<file path="src/rtl/dma_config.svh">
// **************************************************
// Widths and depths of the bridge. BURST_LEN, the
// FIFO depths and DATA_W/8 must be powers of two
// **************************************************
`ifndef DMA_CONFIG_SVH
`define DMA_CONFIG_SVH

`define DMA_ADDR_W 32
`define DMA_DATA_W 32
`define DMA_BURST_LEN 4

// Depths double as the client's initial credits
`define DMA_PKT_DEPTH 4
`define DMA_WDATA_DEPTH 8

`define DMA_RBUF_DEPTH 8
`define DMA_RD_CREDITS 4
`define DMA_LAT_W 16

`endif
</file>
<file path="src/rtl/mem_bus_pkg.sv">
// **************************************************
// Memory bus types. Stamps wrap at 2**DMA_LAT_W
// **************************************************
`default_nettype none

`include "dma_config.svh"

package mem_bus_pkg;

  typedef logic [`DMA_DATA_W-1:0] mem_word_t;

  // Byte address
  typedef logic [`DMA_ADDR_W-1:0] mem_addr_t;

  // Free-running cycle stamp for latency emulation
  typedef logic [`DMA_LAT_W-1:0] lat_stamp_t;

endpackage

`default_nettype wire

</file>
<file path="src/rtl/dma_pkt_pkg.sv">
// **************************************************
// Core-side packet and command types
// **************************************************
`default_nettype none

package dma_pkt_pkg;

  typedef enum logic
  {
    e_dma_read  = 1'b0,
    e_dma_write = 1'b1
  } dma_op_e;

  // As sent by the client
  typedef struct packed
  {
    mem_bus_pkg::mem_addr_t addr;
    logic                   write_not_read;
  } dma_pkt_t;

  // Address already aligned to the block
  typedef struct packed
  {
    mem_bus_pkg::mem_addr_t addr;
    dma_op_e                op;
  } blk_cmd_t;

endpackage

`default_nettype wire

</file>
<file path="src/rtl/dma_bridge_top.sv">
// **************************************************
// Single clock, single DMA channel
// **************************************************
`default_nettype none

`include "dma_config.svh"

module dma_bridge_top (
  input  logic                    core_clk_i,
  input  logic                    arst_n_i,
  input  logic                    pkt_v_i,
  input  mem_bus_pkg::mem_addr_t  pkt_addr_i,
  input  logic                    pkt_write_i,
  output logic                    pkt_credit_o,
  input  logic                    wdata_v_i,
  input  mem_bus_pkg::mem_word_t  wdata_i,
  output logic                    wdata_credit_o,
  output logic                    rdata_v_o,
  output mem_bus_pkg::mem_word_t  rdata_o,
  input  logic                    rdata_credit_i,
  output logic                    mem_req_o,
  output logic                    mem_we_o,
  output mem_bus_pkg::mem_addr_t  mem_addr_o,
  output mem_bus_pkg::mem_word_t  mem_wdata_o,
  input  logic                    mem_ready_i,
  input  logic                    mem_rvalid_i,
  input  mem_bus_pkg::mem_word_t  mem_rdata_i,
  input  logic                    cdl_en_i,
  input  mem_bus_pkg::lat_stamp_t cdl_lat_i,
  output logic                    cdl_gate_o
);

  import dma_pkt_pkg::*;
  import mem_bus_pkg::*;

  blk_cmd_t  cmd;
  logic      cmd_v;
  logic      cmd_ready;
  mem_word_t wdata_head;
  logic      wdata_head_v;
  logic      wdata_pop;
  logic      rsv_v;
  logic      rsv_ready;

  dma_decode u_decode (
    .core_clk_i (core_clk_i),
    .arst_n_i   (arst_n_i),
    .pkt_valid_i(pkt_v_i),
    .pkt_i      (dma_pkt_t'{addr: pkt_addr_i, write_not_read: pkt_write_i}),
    .pkt_pop_o  (pkt_credit_o),
    .cmd_v_o    (cmd_v),
    .cmd_o      (cmd),
    .cmd_ready_i(cmd_ready)
  );

  credit_fifo #(
    .payload_t(mem_word_t),
    .DEPTH    (`DMA_WDATA_DEPTH)
  ) u_wdata_fifo (
    .core_clk_i(core_clk_i),
    .arst_n_i  (arst_n_i),
    .push_i    (wdata_v_i),
    .data_i    (wdata_i),
    .pop_i     (wdata_pop),
    .data_o    (wdata_head),
    .valid_o   (wdata_head_v),
    .credit_o  (wdata_credit_o)
  );

  dma_execute u_execute (
    .core_clk_i   (core_clk_i),
    .arst_n_i     (arst_n_i),
    .cmd_v_i      (cmd_v),
    .cmd_i        (cmd),
    .cmd_ready_o  (cmd_ready),
    .wdata_valid_i(wdata_head_v),
    .wdata_i      (wdata_head),
    .wdata_pop_o  (wdata_pop),
    .rsv_v_o      (rsv_v),
    .rsv_ready_i  (rsv_ready),
    .mem_req_o    (mem_req_o),
    .mem_we_o     (mem_we_o),
    .mem_addr_o   (mem_addr_o),
    .mem_wdata_o  (mem_wdata_o),
    .mem_ready_i  (mem_ready_i)
  );

  dma_result u_result (
    .core_clk_i    (core_clk_i),
    .arst_n_i      (arst_n_i),
    .rsv_v_i       (rsv_v),
    .rsv_ready_o   (rsv_ready),
    .mem_rvalid_i  (mem_rvalid_i),
    .mem_rdata_i   (mem_rdata_i),
    .cdl_en_i      (cdl_en_i),
    .cdl_lat_i     (cdl_lat_i),
    .cdl_gate_o    (cdl_gate_o),
    .rdata_v_o     (rdata_v_o),
    .rdata_o       (rdata_o),
    .rdata_credit_i(rdata_credit_i)
  );

endmodule

`default_nettype wire

</file>
<file path="src/rtl/dma_result.sv">
// **************************************************
// Emulated latency is measured with wrapping stamps,
// so a word must not wait 2**DMA_LAT_W cycles
// **************************************************
`default_nettype none

`include "dma_config.svh"

module dma_result (
  input  logic                    core_clk_i,
  input  logic                    arst_n_i,
  input  logic                    rsv_v_i,
  output logic                    rsv_ready_o,
  input  logic                    mem_rvalid_i,
  input  mem_bus_pkg::mem_word_t  mem_rdata_i,
  input  logic                    cdl_en_i,
  input  mem_bus_pkg::lat_stamp_t cdl_lat_i,
  output logic                    cdl_gate_o,
  output logic                    rdata_v_o,
  output mem_bus_pkg::mem_word_t  rdata_o,
  input  logic                    rdata_credit_i
);

  import mem_bus_pkg::*;

  localparam int RSV_W = $clog2(`DMA_RBUF_DEPTH + 1);
  localparam int CRD_W = $clog2(`DMA_RD_CREDITS + 1);
  localparam int BEAT_W = (`DMA_BURST_LEN > 1) ? $clog2(`DMA_BURST_LEN) : 1;
  localparam logic [RSV_W-1:0] RSV_LIMIT = RSV_W'(`DMA_RBUF_DEPTH - `DMA_BURST_LEN);
  localparam logic [RSV_W-1:0] RSV_BURST = RSV_W'(`DMA_BURST_LEN);
  localparam logic [BEAT_W-1:0] LAST_BEAT = BEAT_W'(`DMA_BURST_LEN - 1);

  logic [RSV_W-1:0]  rsv_cnt_q;
  logic [CRD_W-1:0]  rd_crd_q;
  logic [BEAT_W-1:0] beat_q;
  lat_stamp_t        cycle_q;
  lat_stamp_t        stamp_head;
  lat_stamp_t        elapsed;
  logic              stamp_v;
  logic              rbuf_v;
  logic              slot_free;
  logic              burst_done;
  logic              grant;
  logic              lat_ok;
  logic              credited;
  logic              send;

  credit_fifo #(
    .payload_t(mem_word_t),
    .DEPTH    (`DMA_RBUF_DEPTH)
  ) u_rbuf (
    .core_clk_i(core_clk_i),
    .arst_n_i  (arst_n_i),
    .push_i    (mem_rvalid_i),
    .data_i    (mem_rdata_i),
    .pop_i     (send),
    .data_o    (rdata_o),
    .valid_o   (rbuf_v),
    .credit_o  (slot_free)
  );

  // Holds one stamp per reserved burst until its last word leaves
  credit_fifo #(
    .payload_t(lat_stamp_t),
    .DEPTH    (`DMA_RBUF_DEPTH / `DMA_BURST_LEN)
  ) u_stamp_q (
    .core_clk_i(core_clk_i),
    .arst_n_i  (arst_n_i),
    .push_i    (grant),
    .data_i    (cycle_q),
    .pop_i     (send & (beat_q == LAST_BEAT)),
    .data_o    (stamp_head),
    .valid_o   (stamp_v),
    .credit_o  (burst_done)
  );

  assign rsv_ready_o = (rsv_cnt_q <= RSV_LIMIT);
  assign grant       = rsv_v_i & rsv_ready_o;

  assign elapsed  = cycle_q - stamp_head;
  assign lat_ok   = ~cdl_en_i | (stamp_v & (elapsed >= cdl_lat_i));
  assign credited = rbuf_v & (rd_crd_q != '0);

  assign send       = credited & lat_ok;
  assign rdata_v_o  = send;
  assign cdl_gate_o = credited & ~lat_ok;

  always_ff @(posedge core_clk_i or negedge arst_n_i)
  begin
    if (!arst_n_i)
    begin
      rsv_cnt_q <= '0;
      rd_crd_q  <= CRD_W'(`DMA_RD_CREDITS);
      beat_q    <= '0;
      cycle_q   <= '0;
    end
    else
    begin
      cycle_q   <= cycle_q + 1'b1;
      rsv_cnt_q <= rsv_cnt_q + (grant ? RSV_BURST : '0) - RSV_W'(slot_free);
      rd_crd_q  <= rd_crd_q + CRD_W'(rdata_credit_i) - CRD_W'(send);
      if (burst_done)
        beat_q <= '0;
      else if (send)
        beat_q <= beat_q + 1'b1;
    end
  end

endmodule

`default_nettype wire

</file>
<file path="src/rtl/dma_execute.sv">
// **************************************************
// One block at a time. Reads wait for a reservation
// in the result buffer before the first request
// **************************************************
`default_nettype none

`include "dma_config.svh"

module dma_execute (
  input  logic                   core_clk_i,
  input  logic                   arst_n_i,
  input  logic                   cmd_v_i,
  input  dma_pkt_pkg::blk_cmd_t  cmd_i,
  output logic                   cmd_ready_o,
  input  logic                   wdata_valid_i,
  input  mem_bus_pkg::mem_word_t wdata_i,
  output logic                   wdata_pop_o,
  output logic                   rsv_v_o,
  input  logic                   rsv_ready_i,
  output logic                   mem_req_o,
  output logic                   mem_we_o,
  output mem_bus_pkg::mem_addr_t mem_addr_o,
  output mem_bus_pkg::mem_word_t mem_wdata_o,
  input  logic                   mem_ready_i
);

  import dma_pkt_pkg::*;
  import mem_bus_pkg::*;

  localparam int BEAT_W = (`DMA_BURST_LEN > 1) ? $clog2(`DMA_BURST_LEN) : 1;
  localparam int WORD_OFF_W = $clog2(`DMA_DATA_W / 8);
  localparam logic [BEAT_W-1:0] LAST_BEAT = BEAT_W'(`DMA_BURST_LEN - 1);

  typedef enum logic [1:0]
  {
    e_idle,
    e_wr_burst,
    e_rd_burst
  } exe_state_e;

  exe_state_e        state_q;
  mem_addr_t         base_q;
  logic [BEAT_W-1:0] beat_q;
  logic              rsv_done_q;
  logic              rd_go;
  logic              xfer;

  assign cmd_ready_o = (state_q == e_idle);
  assign rsv_v_o     = (state_q == e_rd_burst) & ~rsv_done_q;

  // First read request goes out in the grant cycle
  assign rd_go = rsv_done_q | (rsv_v_o & rsv_ready_i);

  assign mem_we_o    = (state_q == e_wr_burst);
  assign mem_req_o   = mem_we_o ? wdata_valid_i : ((state_q == e_rd_burst) & rd_go);
  assign mem_addr_o  = base_q + (mem_addr_t'(beat_q) << WORD_OFF_W);
  assign mem_wdata_o = wdata_i;
  assign xfer        = mem_req_o & mem_ready_i;
  assign wdata_pop_o = mem_we_o & xfer;

  always_ff @(posedge core_clk_i or negedge arst_n_i)
  begin
    if (!arst_n_i)
    begin
      state_q    <= e_idle;
      beat_q     <= '0;
      rsv_done_q <= 1'b0;
    end
    else if (state_q == e_idle)
    begin
      if (cmd_v_i)
        state_q <= (cmd_i.op == e_dma_write) ? e_wr_burst : e_rd_burst;
      beat_q     <= '0;
      rsv_done_q <= 1'b0;
    end
    else
    begin
      if (rsv_v_o & rsv_ready_i)
        rsv_done_q <= 1'b1;
      if (xfer)
      begin
        beat_q <= beat_q + 1'b1;
        if (beat_q == LAST_BEAT)
        begin
          state_q    <= e_idle;
          rsv_done_q <= 1'b0;
        end
      end
    end
  end

  always_ff @(posedge core_clk_i)
  begin
    if (cmd_v_i & cmd_ready_o)
      base_q <= cmd_i.addr;
  end

endmodule

`default_nettype wire

</file>
<file path="src/rtl/dma_decode.sv">
// **************************************************
// Packet FIFO plus a one-entry command register
// **************************************************
`default_nettype none

`include "dma_config.svh"

module dma_decode (
  input  logic                  core_clk_i,
  input  logic                  arst_n_i,
  input  logic                  pkt_valid_i,
  input  dma_pkt_pkg::dma_pkt_t pkt_i,
  output logic                  pkt_pop_o,
  output logic                  cmd_v_o,
  output dma_pkt_pkg::blk_cmd_t cmd_o,
  input  logic                  cmd_ready_i
);

  import dma_pkt_pkg::*;
  import mem_bus_pkg::*;

  // Byte offset bits inside one block
  localparam int OFF_W = $clog2(`DMA_BURST_LEN * `DMA_DATA_W / 8);
  localparam mem_addr_t BLK_MASK = ~mem_addr_t'((1 << OFF_W) - 1);

  dma_pkt_t pkt_head;
  logic     pkt_head_v;
  logic     pkt_pop;
  blk_cmd_t cmd_next;
  blk_cmd_t cmd_q;
  logic     cmd_v_q;

  credit_fifo #(
    .payload_t(dma_pkt_t),
    .DEPTH    (`DMA_PKT_DEPTH)
  ) u_pkt_fifo (
    .core_clk_i(core_clk_i),
    .arst_n_i  (arst_n_i),
    .push_i    (pkt_valid_i),
    .data_i    (pkt_i),
    .pop_i     (pkt_pop),
    .data_o    (pkt_head),
    .valid_o   (pkt_head_v),
    .credit_o  (pkt_pop_o)
  );

  // Load when the stage is empty or being drained
  assign pkt_pop = pkt_head_v & (~cmd_v_q | cmd_ready_i);

  assign cmd_next.addr = pkt_head.addr & BLK_MASK;
  assign cmd_next.op   = pkt_head.write_not_read ? e_dma_write : e_dma_read;

  always_ff @(posedge core_clk_i or negedge arst_n_i)
  begin
    if (!arst_n_i)
      cmd_v_q <= 1'b0;
    else if (pkt_pop)
      cmd_v_q <= 1'b1;
    else if (cmd_ready_i)
      cmd_v_q <= 1'b0;
  end

  always_ff @(posedge core_clk_i)
  begin
    if (pkt_pop)
      cmd_q <= cmd_next;
  end

  assign cmd_v_o = cmd_v_q;
  assign cmd_o   = cmd_q;

endmodule

`default_nettype wire

</file>
<file path="src/rtl/credit_fifo.sv">
// **************************************************
// No full flag. The writer must hold a credit, so a
// push into a full FIFO is a protocol error
// **************************************************
`default_nettype none

module credit_fifo #(
  parameter type payload_t = logic,
  parameter int  DEPTH     = 4
) (
  input  logic     core_clk_i,
  input  logic     arst_n_i,
  input  logic     push_i,
  input  payload_t data_i,
  input  logic     pop_i,
  output payload_t data_o,
  output logic     valid_o,
  output logic     credit_o
);

  localparam int PTR_W = (DEPTH > 1) ? $clog2(DEPTH) : 1;
  localparam int CNT_W = $clog2(DEPTH + 1);
  localparam logic [PTR_W-1:0] LAST_PTR = PTR_W'(DEPTH - 1);

  payload_t         mem_q [DEPTH];
  logic [PTR_W-1:0] wr_ptr_q;
  logic [PTR_W-1:0] rd_ptr_q;
  logic [CNT_W-1:0] count_q;
  logic             do_pop;

  assign valid_o  = (count_q != '0);
  assign do_pop   = pop_i & valid_o;
  assign data_o   = mem_q[rd_ptr_q];
  assign credit_o = do_pop;

  always_ff @(posedge core_clk_i or negedge arst_n_i)
  begin
    if (!arst_n_i)
    begin
      wr_ptr_q <= '0;
      rd_ptr_q <= '0;
      count_q  <= '0;
    end
    else
    begin
      if (push_i)
        wr_ptr_q <= (wr_ptr_q == LAST_PTR) ? '0 : wr_ptr_q + 1'b1;
      if (do_pop)
        rd_ptr_q <= (rd_ptr_q == LAST_PTR) ? '0 : rd_ptr_q + 1'b1;
      count_q <= count_q + CNT_W'(push_i) - CNT_W'(do_pop);
    end
  end

  always_ff @(posedge core_clk_i)
  begin
    if (push_i)
      mem_q[wr_ptr_q] <= data_i;
  end

endmodule

`default_nettype wire

</file>
<file path="config.mk">
export PLATFORM = sky130hd
export DESIGN_NAME = dma_bridge_top
export DESIGN_NICKNAME = d
export VERILOG_FILES = /design/src/rtl/mem_bus_pkg.sv /design/src/rtl/dma_pkt_pkg.sv /design/src/rtl/dma_bridge_top.sv /design/src/rtl/dma_result.sv /design/src/rtl/dma_execute.sv /design/src/rtl/dma_decode.sv /design/src/rtl/credit_fifo.sv
export VERILOG_INCLUDE_DIRS = /design/src /design/src/rtl
export SDC_FILE = /design/constraint.sdc
export NUM_CORES = 1
export LEC_CHECK = 0
export ABC_AREA = 1
export BUFFER_PORTS_ARGS = -buffer_cell sky130_fd_sc_hd__buf_2
export CAP_MARGIN = 20
export CORE_MARGIN = 2
export CORE_UTILIZATION = 55
export CTS_BUF_LIST = sky130_fd_sc_hd__clkbuf_8
export DETAILED_ROUTE_END_ITERATION = 6
export PLACE_DENSITY_LB_ADDON = 0.15
export SYNTH_ARGS = -nofsm -noshare
export SYNTH_HDL_FRONTEND = slang
export SYNTH_SLANG_ARGS = --single-unit
</file>
<file path="constraint.sdc">
create_clock -name core_clk_i -period 9.4 [get_ports core_clk_i]
set_clock_uncertainty 0.1 [all_clocks]
set_input_delay 0.94 -clock core_clk_i [delete_from_list [all_inputs] [get_ports core_clk_i]]
set_output_delay 0.94 -clock core_clk_i [all_outputs]
set_load 0.01 [all_outputs]
</file>
==> results of run 1 <==
## final timing paths
kind / startpoint / to / slack (ps) / depth (start not counted)
min reg2reg: u_decode.cmd_o[14] / u_execute.base_q[13] / 310 / 0
max: u_result.u_stamp_q.rd_ptr_q / rdata_v_o / 3480 / 21
min: u_decode.cmd_o[14] / u_execute.base_q[13] / 310 / 0
min in group asynchronous: arst_n_i / u_result.cycle_q[14] / 320 / 2
max reg2reg: u_result.u_stamp_q.rd_ptr_q / u_result.u_rbuf.count_q[1] / 4060 / 26
max in group asynchronous: arst_n_i / u_wdata_fifo.rd_ptr_q[0] / 8240 / 2
## report_power, final
group	total (uW)	switching [uW]	internal, uW
combinational	1710	1150	562
sequential	4400	168	4230
clock	2590	1230	1360
total	8700	2550	6150
## layout by cell type, fill, tap and decap left out, types with 2 or more instances in the layout
cell type,instances
dfrtp_1,57
xor2_1,21
nor3_1,4
clkbuf_8,119
nor2_2,9
clkinvlp_4,2
fa_1,6
clkinv_1,23
nor2_1,533
clkinv_2,8
o31ai_1,3
diode_2,6
nand3_2,4
a31oi_1,64
edfxtp_1,717
a21o_1,3
nand4_1,3
nand3_1,22
nor2_4,11
inv_2,7
buf_4,38
o21ai_0,332
o21ai_1,4
buf_2,216
nand2_2,5
bufinv_16,7
mux2i_1,14
dfrtp_2,2
a21oi_1,25
nand2_1,102
dfrtp_4,2
o22ai_1,94
ha_1,66
xnor2_1,20
conb_1,2
inv_1,138
## sequential cells by signal, summed over array words and instances (netlist names), 4 cells and up
register                   count
u_result.u_stamp_q.mem_q      32
u_decode.cmd_o                29
u_execute.base_q              28
u_wdata_fifo.mem_q           256
u_result.cycle_q              16
u_result.u_rbuf.mem_q        256
u_decode.u_pkt_fifo.mem_q    116
u_result.u_rbuf.count_q        4
u_wdata_fifo.count_q           4
u_result.rsv_cnt_q             4
## stage by stage
| step | hold WS (ps) | cells | power (uW) |
|---|---|---|---|
| floorplan | 300.3 | 2360 | 5543 |
| finish | 307.1 | 3462 | 8701 |
| global route | 300.0 | 3458 | 9170 |
| detailed placement | 304.5 | 3253 | 6186 |
| CTS | 267.0 | 3456 | 8790 |
| global placement | 301.2 | 3252 | 6094 |
## cell usage after synthesis (all sizes together)
| library cell | count | area (um^2) |
|---|---|---|
| xnor2 | 20 | 175.2 |
| o2111ai | 1 | 8.760 |
| nand2 | 107 | 414.2 |
| edfxtp | 717 | 21530 |
| a21oi | 26 | 130.1 |
| nor3 | 6 | 46.30 |
| mux2i | 14 | 140.1 |
| xor2 | 21 | 183.9 |
| a21o | 3 | 22.52 |
| conb | 1 | 3.750 |
| a21boi | 1 | 7.510 |
| o21bai | 1 | 7.510 |
| o21ai | 337 | 1690 |
| clkinv | 1 | 3.750 |
| nand3b | 1 | 7.510 |
| ha | 66 | 825.8 |
| clkbuf | 77 | 289.0 |
| nand3 | 26 | 150.2 |
| o31ai | 3 | 22.52 |
| fa | 6 | 120.1 |
| o211ai | 1 | 7.510 |
| buf | 41 | 212.7 |
| dfrtp | 61 | 1526 |
| or2 | 1 | 6.260 |
| o22ai | 94 | 588.1 |
| nand4 | 4 | 31.28 |
| inv | 103 | 386.6 |
| a31oi | 64 | 400.4 |
| nor3b | 1 | 12.51 |
| dfstp | 1 | 26.28 |
| nor2 | 553 | 2101 |
## metal layers
layer,GRT usage (%),share of wire (%),up-vias
met5,0,0.11,-
met4,7.353,2.0,10
met3,4.883,6.2,120
met2,37.96,49,533
met1,28.86,42,9373
li1,-,-,9017
## logic make-up (layout without fill, tap and decap cells)
kind of cell / after synthesis / count (layout) / share of synthesized area, %
other cells: 1 / 8 / 0.01207
fa+ha+maj: 72 / 72 / 3.044
buf+inv: 222 / 562 / 2.870
flops: 779 / 779 / 74.27
mux: 14 / 14 / 0.4509
compound gates: 531 / 531 / 9.284
simple gates: 699 / 699 / 8.909
xor+xnor: 41 / 41 / 1.155
## layout make-up
cell class              instances  area, um^2
fillers                      4274       20950
multi-input cells            1359        7198
flip-flops and latches        779       23090
well taps                     756       945.9
repair buffers                255        1394
inverters                     104       390.4
clock buffers                 119        1638
diodes                          6       15.01
clock inverters                84       549.3
==> flow_summary.json, run 1 <==
{
  "cts_resized": 0,
  "post_cts_buffers": 0,
  "worstPathRequired_ps": 8360,
  "cts_tree": "yes",
  "ys_seq_area_share_pct": 74.27,
  "nNetsFinal": 2809,
  "fin_tns_setup_ps": 0,
  "track_usage_pct": 22.38,
  "core_area_mm2": 0.05617,
  "worst_slack_ps": 3485,
  "start_util_pct": 55.33,
  "setup_viol_count_final": 0,
  "timing.fmax_mhz": 169.1,
  "cp.buffers_inverters": 3,
  "cellLeakagePower_uw": 0.01284,
  "cts_htree_levels": 3,
  "grt_pass1_wl_mm": 102.6,
  "pre_cts_slack_ps": 3960,
  "drcViolationCount": 0,
  "clock_path_buffers": 3,
  "grt-ovfl-total": 0,
  "syn_inst": 2359,
  "worstMarginPinSlew_ps": 1060,
  "numCtsBuffers": 117,
  "status": "completed",
  "vias_per_cell": 5.503,
  "fp.dieW_um": 241.7,
  "grt_pass1_vias": 19240,
  "root_buffer": "clkbuf_8",
  "grt_max_degree": 107,
  "path_cells": "nand2_1 > nand2_1 > ha_1 > inv_1 > fa_1 > nand3_1 > nand2_1 > a21oi_1 > o21ai_1 > a21boi_1 > xnor2_1 > ha_1 > nand4_1 > nor3_1 > nand3_1 > nand3_1 > nand2_1 > nand2_2 > nand2_2 > inv_2 > buf_2",
  "routedWlPerCell_um": 18.82,
  "utilization_pct": 62.71,
  "yosysWarnings": 0,
  "cts_hold_buf": 0,
  "crit_fanout": 18,
  "ir_worst_vdd_mv": 0.1550,
  "post-route-period-util_pct": 62.93,
  "start_kind": "flop",
  "place.gp.congestion": 0.7787,
  "antenna_found_initial": 7,
  "fin_area_mm2": 0.03522,
  "max_slew_margin_pct": 29.24,
  "slowest_delay_ps": 940,
  "arrival_ps": 4880,
  "synthToLayoutAreaGrowth_pct": 13.34,
  "hpwl_mm": 34.79,
  "rsz0062_at_grt": "false",
  "dieArea_mm2": 0.05842,
  "synth_cell_types": 43,
  "clk_latency_ps": 700,
  "std_cell_rows": 87,
  "die_h_um": 241.7,
  "crit_path_frequent_cell": "nand2_1",
  "worstSetupEndpointType": "output pin",
  "hold_violations": 0,
  "cts.sinks": 779,
  "drive_above_1_share_pct": 16.37,
  "vias": 19050,
  "worst-setup-path-type": "reg2out",
  "dpl_cell_area_mm2": 0.03302,
  "powerDensity_mw_per_mm2": 247.0,
  "cap_violations": 0,
  "hold_class": "reg2reg",
  "ios": 223,
  "numPortBuffers": 216,
  "antenna_left": 0,
  "fin_crit_ps": 5915,
  "cp_top_family": "simple AND/OR/NAND/NOR gates",
  "cpMaxStageDelayCell": "dfrtp_1",
  "routed_wl_mm": 65.16,
  "syn_avg_cell_area_um2": 13.17,
  "cts.clk_slew.worst_paths_ps": 70,
  "first_iter_violations": 1208,
  "final_max_slew_viol_count": 0,
  "syn-cell-area_mm2": 0.03108,
  "first_pass_iters": 5,
  "synth-seq-cells": 779
}
Power figures use the tool's default switching activity.
==> inputs of run 2 (changes only) <==
==> constraint.sdc (replaced) <==
create_clock -name core_clk_i -period 5 [get_ports core_clk_i]
set_clock_uncertainty 0.1 [all_clocks]
set_input_delay 0.5 -clock core_clk_i [delete_from_list [all_inputs] [get_ports core_clk_i]]
set_output_delay 0.5 -clock core_clk_i [all_outputs]
set_load 0.01 [all_outputs]
==> run 2 against run 1 <==
Against the previous run:
- clock power up 91%
- sequential power up 86%
- sequential cell count stayed put
- non-clock buffer count grew 113
- critical path depth fell by 2
- cell count up 3.6%
- first-iteration DRC count grew 9.0%
- via count increased by 2.1%
- count of clock-buffer cells in the layout is 16 higher
- register-to-register slack worse by 3700 ps
- design area increased by 3.6%
- critical path type unchanged
- largest cell class unchanged
- largest power group unchanged
==> flow_summary.json, run 2 (synthesis gave the netlist of run 1 again) <==
{
  "root_buffer": "clkbuf_8",
  "worstMarginPinSlew_ps": 1071,
  "cellLeakagePower_uw": 0.01340,
  "start_kind": "flop",
  "antenna_found_initial": 3,
  "max_slew_margin_pct": 28.51,
  "crit_path_start": "u_result.u_stamp_q.rd_ptr_q",
  "timing.fmax_mhz": 211.3,
  "ios": 223,
  "cellInternalPower_uw": 11660,
  "worst_slack_ps": 266.3,
  "first_iter_violations": 1317,
  "cts.clk_slew.worst_paths_ps": 60,
  "vias_per_cell": 5.424,
  "drcViolationCount": 0,
  "fin_crit_ps": 4734,
  "setup_viol_count_final": 0,
  "std_cell_rows": 87,
  "first_pass_iters": 5,
  "vias": 19460,
  "drive_above_1_share_pct": 17.18,
  "clk_latency_ps": 710,
  "place.gp.congestion": 0.7952,
  "fill_cells": 4141,
  "ir_worst_vdd_mv": 0.3058,
  "grt_max_degree": 102,
  "crit_fanout": 9,
  "final_common_cell": "edfxtp_1",
  "power.share.clock_pct": 29.9,
  "start_util_pct": 55.33,
  "die_h_um": 241.7,
  "clock_path_buffers": 3,
  "worstPathRequired_ps": 4400,
  "grt_pass1_vias": 19650,
  "comb_power_share_pct": 20.5,
  "final_max_slew_viol_count": 0,
  "cts.sinks": 779,
  "fp.dieW_um": 241.7,
  "arrival_ps": 4130,
  "antenna_left": 0,
  "hold_ws_ps": 312.8,
  "grt_pass1_wl_mm": 104.3,
  "worst-setup-path-type": "reg2out",
  "cts_tree": "yes",
  "dieArea_mm2": 0.05842,
  "powerDensity_mw_per_mm2": 453.0,
  "grt-ovfl-total": 0,
  "routedWlPerCell_um": 18.40,
  "reg_top3": "u_result.u_rbuf.mem_q x256, u_wdata_fifo.mem_q x256, u_decode.u_pkt_fifo.mem_q x116",
  "hpwl_mm": 35.63,
  "hp-start": "u_decode.cmd_o[14]",
  "nNetsFinal": 2925,
  "switching_power_uw": 4873,
  "routed_wl_mm": 66.02,
  "numCtsBuffers": 120,
  "p_sw_share_pct": 29.48,
  "numPortBuffers": 216,
  "cts_htree_levels": 3,
  "mostFrequentLayoutCells": "edfxtp_1, nor2_1, o21ai_0",
  "track_usage_pct": 22.58,
  "hold_class": "reg2reg",
  "post-route-period-util_pct": 94.67,
  "worstSetupEndpointType": "output pin",
  "pre_cts_slack_ps": 47.07,
  "status": "completed",
  "synthToLayoutAreaGrowth_pct": 17.41,
  "core_area_mm2": 0.05617,
  "hold_violations": 0,
  "cap_violations": 0,
  "r2r_start": "u_result.u_stamp_q.rd_ptr_q",
  "seqPwrFrac_pct": 49.6
}
run 2: changes by cell type in the layout (fill, tap and decap cells not counted), moves of 4 or more:
cell and change:
a21oi_2 +4, bufinv_16 -5, dlygate4sd3_1 +100, clkbuf_8 +16, buf_4 +13, a21oi_1 -6
run 2: metal layers:
metal	GRT usage [%]	part of all wire, %	routed length, um
met3	4.484	5.7	3756
met1	29.38	43	28110
met2	38.13	49	32680
met4	7.934	2.2	1474
met5	0	0	0
run 2: power groups by stage:
stage	clock, uW	sequential (uW)	combinational (uW)
2_1_floorplan	0	8250	2170
3_3_place_gp	0	8300	3200
3_5_place_dp	0	8330	3310
4_1_cts	5080	8200	3390
5_1_grt	5350	8270	3800
6_report	4950	8200	3380
run 2: critical path: stages (launching register included):
cell and delay, ps:
dfrtp_2 480, buf_4 180, mux2i_1 110, ha_1 360, a21oi_1 240, nand2_2 130
a21oi_4 190, o21ai_1 100, a21boi_1 200, xnor2_1 100, ha_1 300, nand4_1 120
nor3_2 210, nand3_1 120, nand3_2 110, nand2_1 90, nand2_4 100, nand2_4 90
inv_4 80, buf_2 130
run 2: what timing repair did:
action	in CTS	in global routing
buffers inserted	0	8
endpoints found under the hold margin	703	0
gates resized for setup	3	19
pin swaps	0	6
hold buffers	100	0
gates cloned	0	0
setup endpoints to repair	1	5
run 2: worst paths after layout:
check / to / cells after the start / slack, ps
min: u_execute.base_q[13] / 0 / 310
max reg2reg: u_result.u_rbuf.count_q[2] / 24 / 390
min reg2reg: u_execute.base_q[13] / 0 / 310
min in group asynchronous: u_result.cycle_q[13] / 3 / 420
max: rdata_v_o / 19 / 270
max in group asynchronous: u_result.u_rbuf.rd_ptr_q[0] / 3 / 3710
run 2: metrics by stage:
| stage | cells | cell area [um^2] | setup TNS, ps | power (uW) | utilization, % |
|---|---|---|---|---|---|
| after detailed placement | 3258 | 33050 | 0 | 11640 | 58.84 |
| after global routing | 3588 | 36490 | -17.95 | 17410 | 64.96 |
| after floorplan | 2360 | 31080 | 0 | 10420 | - |
| after CTS | 3577 | 36350 | 0 | 16670 | 64.72 |
| after global placement | 3258 | 33050 | 0 | 11510 | 58.84 |
| final | 3588 | 36490 | 0 | 16530 | 64.96 |
run 2: area by class of cell:
class	instances	area, um^2	area share, %
flip-flops and latches	779	23090	63.29
multi-input cells	1359	7272	19.93
repair buffers	368	2485	6.810
clock buffers	135	1858	5.092
well taps	756	945.9	2.592
clock inverters	84	434.2	1.190
inverters	104	392.9	1.077
diodes	3	7.507	0.02057
